## src/ifu_pkg.sv

```systemverilog
////////////////////////////////////////////////////////////
// Shared widths, types and bus structs of the fetch unit
// Bus is word-wide and read-only, no byte lanes or bursts
// PCs are word addresses, byte address is pc followed by 00
////////////////////////////////////////////////////////////
`default_nettype none

package ifu_pkg;

    ////////////////////////////////////////////////////////////
    // Widths
    ////////////////////////////////////////////////////////////

    localparam int WORD_W     = 32;                 // Bus and instruction width
    localparam int BYTE_OFS_W = 2;                  // Byte offset inside a word
    localparam int PC_W       = WORD_W - BYTE_OFS_W; // Word address width, 30

    typedef logic [PC_W-1:0]   pc_t;                // Word address
    typedef logic [WORD_W-1:0] word_t;              // Bus word or instruction

    ////////////////////////////////////////////////////////////
    // Pipeline side
    ////////////////////////////////////////////////////////////

    // Stall levels from the core, one per stage
    typedef struct packed {
        logic a;
        logic f;
        logic d;
        logic x;
        logic m;
    } stall_t;

    // One branch request from X or M
    typedef struct packed {
        logic taken;
        pc_t  target;
    } branch_t;

    // Instruction plus its fetch error
    typedef struct packed {
        word_t instr;
        logic  bus_error;
    } fetch_word_t;

    // PCs of the later stages
    typedef struct packed {
        pc_t pc_d;
        pc_t pc_x;
        pc_t pc_m;
        pc_t pc_w;
    } stage_pc_t;

    ////////////////////////////////////////////////////////////
    // Wishbone side, classic cycles only
    ////////////////////////////////////////////////////////////

    typedef struct packed {
        logic              cyc;
        logic              stb;
        logic [WORD_W-1:0] adr;                     // Byte address
    } wb_req_t;

    typedef struct packed {
        word_t dat;
        logic  ack;
        logic  err;
    } wb_rsp_t;

    // Bus master state
    typedef enum logic {
        FETCH_IDLE = 1'b0,
        FETCH_BUSY = 1'b1
    } fetch_state_e;

    // Where the next fetch address comes from
    typedef enum logic [1:0] {
        PC_SEQ      = 2'd0,
        PC_BRANCH_X = 2'd1,
        PC_BRANCH_M = 2'd2
    } pc_src_e;

endpackage

`default_nettype wire

```

## src/fetch_pc_gen.sv

```systemverilog
////////////////////////////////////////////////////////////
// Next fetch address and F-stage PC
// M branch wins over X branch, X over sequential
// pc_a is combinational, feed it only to registered logic
////////////////////////////////////////////////////////////
`timescale 1ns/100ps
`default_nettype none

module fetch_pc_gen #(
    parameter ifu_pkg::pc_t RESET_PC = '0          // Word address of first fetch
) (
    input  wire logic            clk_i,
    input  wire logic            rst_n_i,
    input  wire logic            stall_f_i,        // Hold F-stage PC
    input  wire ifu_pkg::branch_t branch_x_i,      // X-stage branch
    input  wire ifu_pkg::branch_t branch_m_i,      // M-stage branch
    output ifu_pkg::pc_t         pc_a_o,           // A-stage fetch address
    output ifu_pkg::pc_t         pc_f_o            // F-stage PC
);

    // One word before the vector, so the first sequential pc_a hits it
    localparam ifu_pkg::pc_t PC_F_RESET = RESET_PC - ifu_pkg::pc_t'(1);

    ifu_pkg::pc_src_e pc_src;                      // Selected source
    ifu_pkg::pc_t     pc_seq;                      // pc_f plus one word
    ifu_pkg::pc_t     pc_f_q;

    ////////////////////////////////////////////////////////////
    // Source select
    ////////////////////////////////////////////////////////////

    assign pc_seq = pc_f_q + ifu_pkg::pc_t'(1);

    // Later stage has priority
    always_comb
    begin
        if (branch_m_i.taken)
            pc_src = ifu_pkg::PC_BRANCH_M;
        else if (branch_x_i.taken)
            pc_src = ifu_pkg::PC_BRANCH_X;
        else
            pc_src = ifu_pkg::PC_SEQ;
    end

    always_comb
    begin
        case (pc_src)
            ifu_pkg::PC_BRANCH_M: pc_a_o = branch_m_i.target;
            ifu_pkg::PC_BRANCH_X: pc_a_o = branch_x_i.target;
            default:              pc_a_o = pc_seq;        // Plain fall-through
        endcase
    end

    ////////////////////////////////////////////////////////////
    // F-stage PC
    ////////////////////////////////////////////////////////////

    always_ff @(posedge clk_i or negedge rst_n_i)
    begin
        if (!rst_n_i)
            pc_f_q <= PC_F_RESET;
        else if (!stall_f_i)
            pc_f_q <= pc_a_o;                      // Advance with the fetch
    end

    assign pc_f_o = pc_f_q;

    // Fetch address must be known once out of reset, also covers branch targets
    a_pc_a_known: assert property (@(posedge clk_i) disable iff (!rst_n_i)
        !$isunknown(pc_a_o));

endmodule

`default_nettype wire

```

## src/fetch_result_regs.sv

```systemverilog
////////////////////////////////////////////////////////////
// D-stage instruction register and D..W PC tracking
// Each stage loads on its own stall being low
// W has no stall and follows M every cycle
////////////////////////////////////////////////////////////
`timescale 1ns/100ps
`default_nettype none

module fetch_result_regs (
    input  wire logic                clk_i,
    input  wire logic                rst_n_i,
    input  wire ifu_pkg::stall_t     stall_i,      // Uses d, x and m
    input  wire ifu_pkg::pc_t        pc_f_i,       // F-stage PC
    input  wire ifu_pkg::fetch_word_t fetch_f_i,   // Word from the bus master
    output ifu_pkg::fetch_word_t     instr_d_o,    // To decode
    output ifu_pkg::stage_pc_t       stage_pc_o
);

    ifu_pkg::fetch_word_t instr_d_q;
    ifu_pkg::stage_pc_t   stage_q;

    ////////////////////////////////////////////////////////////
    // Instruction register
    ////////////////////////////////////////////////////////////

    always_ff @(posedge clk_i or negedge rst_n_i)
    begin
        if (!rst_n_i)
            instr_d_q <= '0;
        else if (!stall_i.d)
            instr_d_q <= fetch_f_i;                // Error flag rides along
    end

    ////////////////////////////////////////////////////////////
    // Stage PCs
    ////////////////////////////////////////////////////////////

    always_ff @(posedge clk_i or negedge rst_n_i)
    begin
        if (!rst_n_i)
        begin
            stage_q <= '0;
        end
        else
        begin
            if (!stall_i.d)
                stage_q.pc_d <= pc_f_i;            // Same edge as instr_d
            if (!stall_i.x)
                stage_q.pc_x <= stage_q.pc_d;
            if (!stall_i.m)
                stage_q.pc_m <= stage_q.pc_x;
            stage_q.pc_w <= stage_q.pc_m;          // Never stalls
        end
    end

    assign instr_d_o  = instr_d_q;
    assign stage_pc_o = stage_q;

    // W is a plain one-cycle delay of M
    a_pc_w_follows_m: assert property (@(posedge clk_i) disable iff (!rst_n_i)
        $past(rst_n_i) |-> (stage_pc_o.pc_w == $past(stage_pc_o.pc_m)));

endmodule

`default_nettype wire

```

## src/instruction_unit.sv

```systemverilog
////////////////////////////////////////////////////////////
// Instruction fetch unit, uncached, classic Wishbone
// Core holds stall a/f/d while cyc is high and releases
// them together for one cycle after cyc falls
////////////////////////////////////////////////////////////
`timescale 1ns/100ps
`default_nettype none

module instruction_unit #(
    parameter ifu_pkg::pc_t RESET_PC = 30'h0000_0040 // Byte address 0x100
) (
    input  wire logic                 clk_i,
    input  wire logic                 rst_n_i,
    // From the core
    input  wire ifu_pkg::stall_t      stall_i,
    input  wire ifu_pkg::branch_t     branch_x_i,
    input  wire ifu_pkg::branch_t     branch_m_i,
    // Instruction bus
    input  wire ifu_pkg::wb_rsp_t     wb_rsp_i,
    output ifu_pkg::wb_req_t          wb_req_o,
    // To the core
    output ifu_pkg::pc_t              pc_f_o,
    output ifu_pkg::stage_pc_t        stage_pc_o,
    output ifu_pkg::fetch_word_t      instr_d_o
);

    ifu_pkg::pc_t         pc_a;                    // Next fetch address
    ifu_pkg::fetch_word_t fetch_f;                 // F-stage word and error

    ////////////////////////////////////////////////////////////
    // Address generation
    ////////////////////////////////////////////////////////////

    fetch_pc_gen #(
        .RESET_PC   (RESET_PC)
    ) u_pc_gen (
        .clk_i      (clk_i),
        .rst_n_i    (rst_n_i),
        .stall_f_i  (stall_i.f),
        .branch_x_i (branch_x_i),
        .branch_m_i (branch_m_i),
        .pc_a_o     (pc_a),
        .pc_f_o     (pc_f_o)
    );

    ////////////////////////////////////////////////////////////
    // Bus read
    ////////////////////////////////////////////////////////////

    // Branch strobes only clear the sticky error here
    wb_fetch_master u_wb_master (
        .clk_i            (clk_i),
        .rst_n_i          (rst_n_i),
        .stall_a_i        (stall_i.a),
        .pc_a_i           (pc_a),
        .branch_x_taken_i (branch_x_i.taken),
        .branch_m_taken_i (branch_m_i.taken),
        .wb_rsp_i         (wb_rsp_i),
        .wb_req_o         (wb_req_o),
        .fetch_f_o        (fetch_f)
    );

    ////////////////////////////////////////////////////////////
    // Decode register and stage PCs
    ////////////////////////////////////////////////////////////

    fetch_result_regs u_result (
        .clk_i      (clk_i),
        .rst_n_i    (rst_n_i),
        .stall_i    (stall_i),
        .pc_f_i     (pc_f_o),                      // Same net as the port
        .fetch_f_i  (fetch_f),
        .instr_d_o  (instr_d_o),
        .stage_pc_o (stage_pc_o)
    );

endmodule

`default_nettype wire

```

## src/wb_fetch_master.sv

```systemverilog
////////////////////////////////////////////////////////////
// Single classic Wishbone reads, one per instruction
// No retry, no burst, rty is not looked at
// bus_error is sticky until a taken branch while idle
////////////////////////////////////////////////////////////
`timescale 1ns/100ps
`default_nettype none

module wb_fetch_master (
    input  wire logic                clk_i,
    input  wire logic                rst_n_i,
    input  wire logic                stall_a_i,        // A stage stalled, no new read
    input  wire ifu_pkg::pc_t        pc_a_i,           // Word address to fetch
    input  wire logic                branch_x_taken_i, // Only used to clear error
    input  wire logic                branch_m_taken_i,
    input  wire ifu_pkg::wb_rsp_t    wb_rsp_i,
    output ifu_pkg::wb_req_t         wb_req_o,
    output ifu_pkg::fetch_word_t     fetch_f_o         // Last fetched word
);

    ifu_pkg::fetch_state_e state_q;
    logic [ifu_pkg::WORD_W-1:0] adr_q;             // Byte address of current read
    ifu_pkg::word_t        word_q;                 // Captured instruction
    logic                  bus_error_q;
    logic                  start;                  // Launch a read this edge
    logic                  done;                   // Slave ends the cycle
    logic                  branch_taken;

    ////////////////////////////////////////////////////////////
    // Handshake decode
    ////////////////////////////////////////////////////////////

    assign start        = (state_q == ifu_pkg::FETCH_IDLE) && !stall_a_i;
    assign done         = (state_q == ifu_pkg::FETCH_BUSY)
                          && (wb_rsp_i.ack || wb_rsp_i.err);
    assign branch_taken = branch_x_taken_i || branch_m_taken_i;

    ////////////////////////////////////////////////////////////
    // Bus FSM
    ////////////////////////////////////////////////////////////

    always_ff @(posedge clk_i or negedge rst_n_i)
    begin
        if (!rst_n_i)
        begin
            state_q <= ifu_pkg::FETCH_IDLE;
            adr_q   <= '0;
        end
        else
        begin
            case (state_q)
                ifu_pkg::FETCH_IDLE:
                begin
                    if (start)
                    begin
                        state_q <= ifu_pkg::FETCH_BUSY;
                        adr_q   <= {pc_a_i, {ifu_pkg::BYTE_OFS_W{1'b0}}}; // Word aligned
                    end
                end
                ifu_pkg::FETCH_BUSY:
                begin
                    if (done)
                        state_q <= ifu_pkg::FETCH_IDLE; // cyc drops here
                end
                default: state_q <= ifu_pkg::FETCH_IDLE;
            endcase
        end
    end

    // cyc and stb straight from the state flop
    assign wb_req_o.cyc = (state_q == ifu_pkg::FETCH_BUSY);
    assign wb_req_o.stb = (state_q == ifu_pkg::FETCH_BUSY);
    assign wb_req_o.adr = adr_q;

    ////////////////////////////////////////////////////////////
    // Data and error capture
    ////////////////////////////////////////////////////////////

    // Word is cleared on reset so an early D load sees zero
    always_ff @(posedge clk_i or negedge rst_n_i)
    begin
        if (!rst_n_i)
        begin
            word_q      <= '0;
            bus_error_q <= 1'b0;
        end
        else
        begin
            if (done)
            begin
                word_q <= wb_rsp_i.dat;            // Garbage on err, flag marks it
                if (wb_rsp_i.err)
                    bus_error_q <= 1'b1;
            end
            // Exception entry, let the handler fetch cleanly
            else if ((state_q == ifu_pkg::FETCH_IDLE) && branch_taken)
                bus_error_q <= 1'b0;
        end
    end

    assign fetch_f_o.instr     = word_q;
    assign fetch_f_o.bus_error = bus_error_q;

    ////////////////////////////////////////////////////////////
    // Protocol checks
    ////////////////////////////////////////////////////////////

    a_stb_in_cyc: assert property (@(posedge clk_i) disable iff (!rst_n_i)
        wb_req_o.stb |-> wb_req_o.cyc);

    // Address held until the slave terminates
    a_adr_stable: assert property (@(posedge clk_i) disable iff (!rst_n_i)
        (wb_req_o.cyc && !(wb_rsp_i.ack || wb_rsp_i.err)) |=> $stable(wb_req_o.adr));

endmodule

`default_nettype wire
```

## config.mk

```make
export PLATFORM = sky130hd
export DESIGN_NAME = instruction_unit
export DESIGN_NICKNAME = d
export VERILOG_FILES = /design/src/ifu_pkg.sv /design/src/fetch_pc_gen.sv /design/src/fetch_result_regs.sv /design/src/instruction_unit.sv /design/src/wb_fetch_master.sv
export SDC_FILE = /design/constraint.sdc
export NUM_CORES = 1
export LEC_CHECK = 0
export BUFFER_PORTS_ARGS = -buffer_cell sky130_fd_sc_hd__buf_2
export CAP_MARGIN = 20
export CORE_MARGIN = 2
export CORE_UTILIZATION = 52
export CTS_CLUSTER_DIAMETER = 100
export DETAILED_ROUTE_END_ITERATION = 12
export GPL_TIMING_DRIVEN = 0
export PLACE_DENSITY = 0.82
export SYNTH_ARGS = -nofsm -noshare
export SYNTH_HDL_FRONTEND = slang
export SYNTH_HIERARCHICAL = 1
export SYNTH_SLANG_ARGS = --single-unit
```

## constraint.sdc

```tcl
create_clock -name clk_i -period 2.2 [get_ports clk_i]
set_input_delay 0.33 -clock clk_i [delete_from_list [all_inputs] [get_ports clk_i]]
set_output_delay 0.33 -clock clk_i [all_outputs]
set_load 0.03 [all_outputs]
```

==> summary.md <==
| Metric | Value |
|---|---|
| Outcome | `finished, final reports clean` |
| Initial antenna violation count | `1` |
| Die Ht | `147 um` |
| RSZ-0062 raised after global routing | `yes` |
| Full die area | `0.0215 sq mm` |
| Post-layout utilization of the core | `67.1%` |
| Clock Tree Root | `sky130_fd_sc_hd__clkbuf_16` |
| Delay of the slowest cell on the worst path | `0.63 ns` |
| Routed wire per std cell | `20.4 um` |
| Distinct cells, synth | `48` |
| Arrival time worst endpoint | `2.56 ns` |
| Layout Nets | `1191` |
| Worst reg2reg setup slack | `0.03 ns` |
| Arithmetic-cell share of the synthesized area counting full adders, half adders and majority gates | `0.118%` |
| P_sw | `5490 uW` |
| Global-route wire length before repair | `43.6 mm` |
| Count of flip-flops with a built-in enable after synthesis | `0` |
| Count of buffering cells on the critical path with inverters included | `1` |
| Combinational power share | `30.6%` |
| Standard-cell rows | `52` |
| Max rail drop VDD | `580 uV` |
| Post-Synthesis Cell Area | `0.0106 sq mm` |
| Part of the cycle the worst path needs | `98.4%` |
| Endpoints failing setup | `0` |
| Detailed-routing wirelength on met1 | `11.2 mm` |
| Average instance area after synthesis | `14.5 sq um` |
| Fraction of the yosys area taken by sequential cells | `58.5%` |
| Fraction of final layout cells sized beyond drive strength 1 | `53.3%` |
| Internal power | `9700 uW` |
| Crit path required time | `2.59 ns` |
| Width of the chip | `147 um` |
| Final period demand of the worst path | `2.17 ns` |
| Top routing layer used | `met5` |
| Number of top-level pins | `320` |
| Worst max-slew margin expressed relative to the limit | `46.1%` |
| Worst Hold Path EP | `u_wb_master/bus_error_q` |
| Footprint of the multi-input gates | `0.00399 sq mm` |
| Reg2Reg Launch Point | `u_pc_gen/pc_f_o[4]` |
| Detailed-routing iteration count for the pre-antenna-repair pass | `5` |
| I/O Buffers | `313` |
| DR WL met2 | `14.3 mm` |
| Switching fraction of total power | `36.1%` |
| Most frequent cells in the layout | `321 x sky130_fd_sc_hd__buf_2, 237 x sky130_fd_sc_hd__dfrtp_1, 103 x sky130_fd_sc_hd__mux2_2` |
| Count of maximum capacitance violations | `0` |
| Number of stages on the worst hold path | `2` |
| Seq pwr share | `42.0%` |
| H-tree depth | `1` |
| Most frequent standard cell in the layout excluding fill and tap cells | `sky130_fd_sc_hd__buf_2` |
| Routed Wire Length | `28.0 mm` |
| Worst Hold Launch | `branch_m_i[30]` |
| Kind of end point of the critical path | `register` |
| Vias in the first global route | `7603` |
| Lkg Pwr | `0.00655 uW` |
| CP Launch Point | `u_pc_gen/pc_f_o[4]` |
| Register bit count reported by yosys | `247` |
| Skew final | `0.0154 ns` |
| DR DRC count | `0` |
| Global route overflow | `0` |
| Post-DR vias/cell | `5.43` |
| Compound-cell area share of the yosys netlist | `7.63%` |
| Pin count of the biggest net entering global routing | `101` |
| Critical register-to-register path endpoint | `u_wb_master/adr_q[22]` |
| Core area | `0.0201 sq mm` |
| Worst-path cell chain | `nand4_4 -> nor2_4 -> buf_6 -> nand4_1 -> xnor2_1 -> o21ai_0 -> mux2_2` |
| Classification of the worst-slack hold path | `in -> reg` |
| Area of all placed cells without fillers | `0.0135 sq mm` |
| Instance area after placement | `0.0126 sq mm` |
| Clock insertion delay at the later pin of the skew report | `0.51 ns` |
| CP startpoint kind | `register` |
| Multiplexer share of the synthesized area | `23.0%` |
| Combinational family with the most area after synthesis | `multiplexers` |
| Filler cell count | `1461` |
| Tot GR Track Use | `25.7%` |
| Dominant register cell in the synthesized netlist | `sky130_fd_sc_hd__dfrtp_1` |
| Routed vias | `7473` |
| Iteration-0 DRC count of the detailed router | `390` |
| Area growth, synth to finish | `27.5%` |
| Area used by sequential logic in the layout | `0.00619 sq mm` |
| Post-Synth XOR/XNOR Area | `2.24%` |
| Slew Limit Fails | `0` |
| Mapped Cells | `732` |
| Kind of cell with the highest combined delay on the critical path | `flip-flops` |
| Buffers from clock root to sink, at most | `3` |
| Detail Route Antenna Nets | `0` |
| Number of buffers created by CTS | `25` |
| Hold_ws | `0.0253 ns` |
| Fraction of registers with async set or reset after synthesis | `100%` |
| CTS sink count | `247` |
| Fmax | `0.462 GHz` |
| Least-Margin Pin Slew | `0.805 ns` |
| Warnings from Yosys | `6` |
| Cell count of the worst reg-to-reg path | `7` |
| Area share of and/or/nand/nor cells after synthesis | `4.51%` |
| Portion of total power attributed to the clock network | `27.4%` |
| Endpoints failing hold | `0` |
| TritonCTS clock tree | `done` |
| Critical-path maximum fanout | `10` |
| Total negative slack for setup checks | `0 ns` |
| Clock slew at the register clock pins of the worst setup and hold paths | `0.07 ns` |
| RD Place Congestion | `0.873` |
| Total met3 wirelength after detailed routing | `1.77 mm` |
| Power Density | `1130 mW/mm^2` |
| Initial cell density of the core | `52.6%` |
| Sum of net half-perimeters after detailed placement | `20.2 mm` |
| Type of the worst setup path | `reg -> reg` |
| Antenna cell count | `0` |
| Crit-path slowest cell | `sky130_fd_sc_hd__dfstp_2` |
[worst register-to-register path, stage by stage (launching register included)]
cell                      delay [ns]
sky130_fd_sc_hd__dfstp_2        0.63
sky130_fd_sc_hd__nand4_4        0.24
sky130_fd_sc_hd__nor2_4         0.18
sky130_fd_sc_hd__buf_6          0.17
sky130_fd_sc_hd__nand4_1        0.20
sky130_fd_sc_hd__xnor2_1        0.21
sky130_fd_sc_hd__o21ai_0        0.12
sky130_fd_sc_hd__mux2_2         0.30
[sequential cells by signal, indices dropped and copies added, names as in the netlist]
signal	count
u_pc_gen/pc_f_o	30
u_wb_master/word_q	32
u_wb_master/adr_q	30
u_result/instr_d_o	33
u_wb_master/bus_error_q	1
u_result/stage_pc_o	120
u_wb_master/state_q	1
[logic make-up (layout without fill, tap and decap cells)]
| logic type | after synthesis | count (layout) |
|---|---|---|
| AOI/OAI and AO/OA | 126 | 126 |
| xor gates and xnor gates | 27 | 27 |
| adders and majority gates | 1 | 1 |
| buffers and inverters | 68 | 440 |
| DFF | 247 | 247 |
| muxes | 196 | 196 |
| other | 1 | 2 |
| and+or+nand+nor | 66 | 66 |
[power by group through the flow]
| stage | clock network, uW | logic, uW | registers (uW) |
|---|---|---|---|
| 2_1_floorplan | 0 | 1340 | 8070 |
| 3_3_place_gp | 0 | 4520 | 6390 |
| 3_5_place_dp | 0 | 4610 | 6450 |
| 4_1_cts | 4270 | 4680 | 6380 |
| 5_1_grt | 4460 | 4870 | 6520 |
| 6_report | 4160 | 4660 | 6370 |
[what timing repair did]
action	CTS	global route
setup buffers	2	9
gates resized for setup	1	7
hold buffers	1	0
pin swaps	0	10
endpoints found under the hold margin	71	0
endpoints found under the setup margin	8	13
[cell type report]
cell class,instances,share of cell area (%)
clock buffers,35,5.44
multi-input cells,418,29.6
well taps,270,2.50
clock inverters,10,0.640
inverters,21,0.584
repair buffers,327,12.8
plain buffers,47,2.59
flip-flops and latches,247,45.9
[Yosys cell counts (3+ instances only)]
cell	number	share of area, %
sky130_fd_sc_hd__a22oi_1	24	1.7
sky130_fd_sc_hd__mux2_2	103	11
sky130_fd_sc_hd__clkbuf_1	18	0.64
sky130_fd_sc_hd__nand4_1	8	0.47
sky130_fd_sc_hd__nor3_1	3	0.14
sky130_fd_sc_hd__dfstp_2	6	1.5
sky130_fd_sc_hd__nand3_1	5	0.24
sky130_fd_sc_hd__inv_1	21	0.75
sky130_fd_sc_hd__mux2_1	32	3.4
sky130_fd_sc_hd__mux2_4	60	8.5
sky130_fd_sc_hd__xor2_1	6	0.50
sky130_fd_sc_hd__o31a_1	18	1.5
sky130_fd_sc_hd__nand3_2	7	0.66
sky130_fd_sc_hd__buf_4	12	0.85
sky130_fd_sc_hd__a21boi_0	3	0.21
sky130_fd_sc_hd__o22ai_1	16	0.95
sky130_fd_sc_hd__dfrtp_1	241	57
sky130_fd_sc_hd__nand2_1	12	0.43
sky130_fd_sc_hd__xnor2_1	21	1.7
sky130_fd_sc_hd__o21ai_0	38	1.8
sky130_fd_sc_hd__nor2_1	13	0.46
sky130_fd_sc_hd__buf_2	9	0.43
sky130_fd_sc_hd__buf_12	6	1.1
sky130_fd_sc_hd__a21oi_1	19	0.90
[routing by layer]
| metal | vias up | global-route usage (%) |
|---|---|---|
| met4 | 2 | 6.70 |
| met1 | 3714 | 33.1 |
| met2 | 350 | 45.5 |
| li1 | 3358 | - |
| met3 | 49 | 4.28 |
| met5 | - | 0 |
[stage by stage]
step | power [uW] | worst slack, ns | cells
after floorplan | 9410 | 0.0709 | 733
after global placement | 10900 | -3.47 | 1316
after detailed placement | 11100 | -0.110 | 1318
after CTS | 15300 | 0.0169 | 1366
after global routing | 15900 | -0.0467 | 1375
final | 15200 | 0.0343 | 1375
[how the worst max path moves through the flow]
stage,end,slack [ns],cells after the start
detailed placement,u_wb_master/adr_q[22],-0.11,8
global placement,u_pc_gen/pc_f_o[24],-3.47,1
finish,u_wb_master/adr_q[22],0.03,7
global route,u_wb_master/adr_q[22],-0.05,8
CTS,u_wb_master/adr_q[22],0.02,8
floorplan,u_wb_master/adr_q[20],0.07,8
Power figures use the tool's default switching activity.
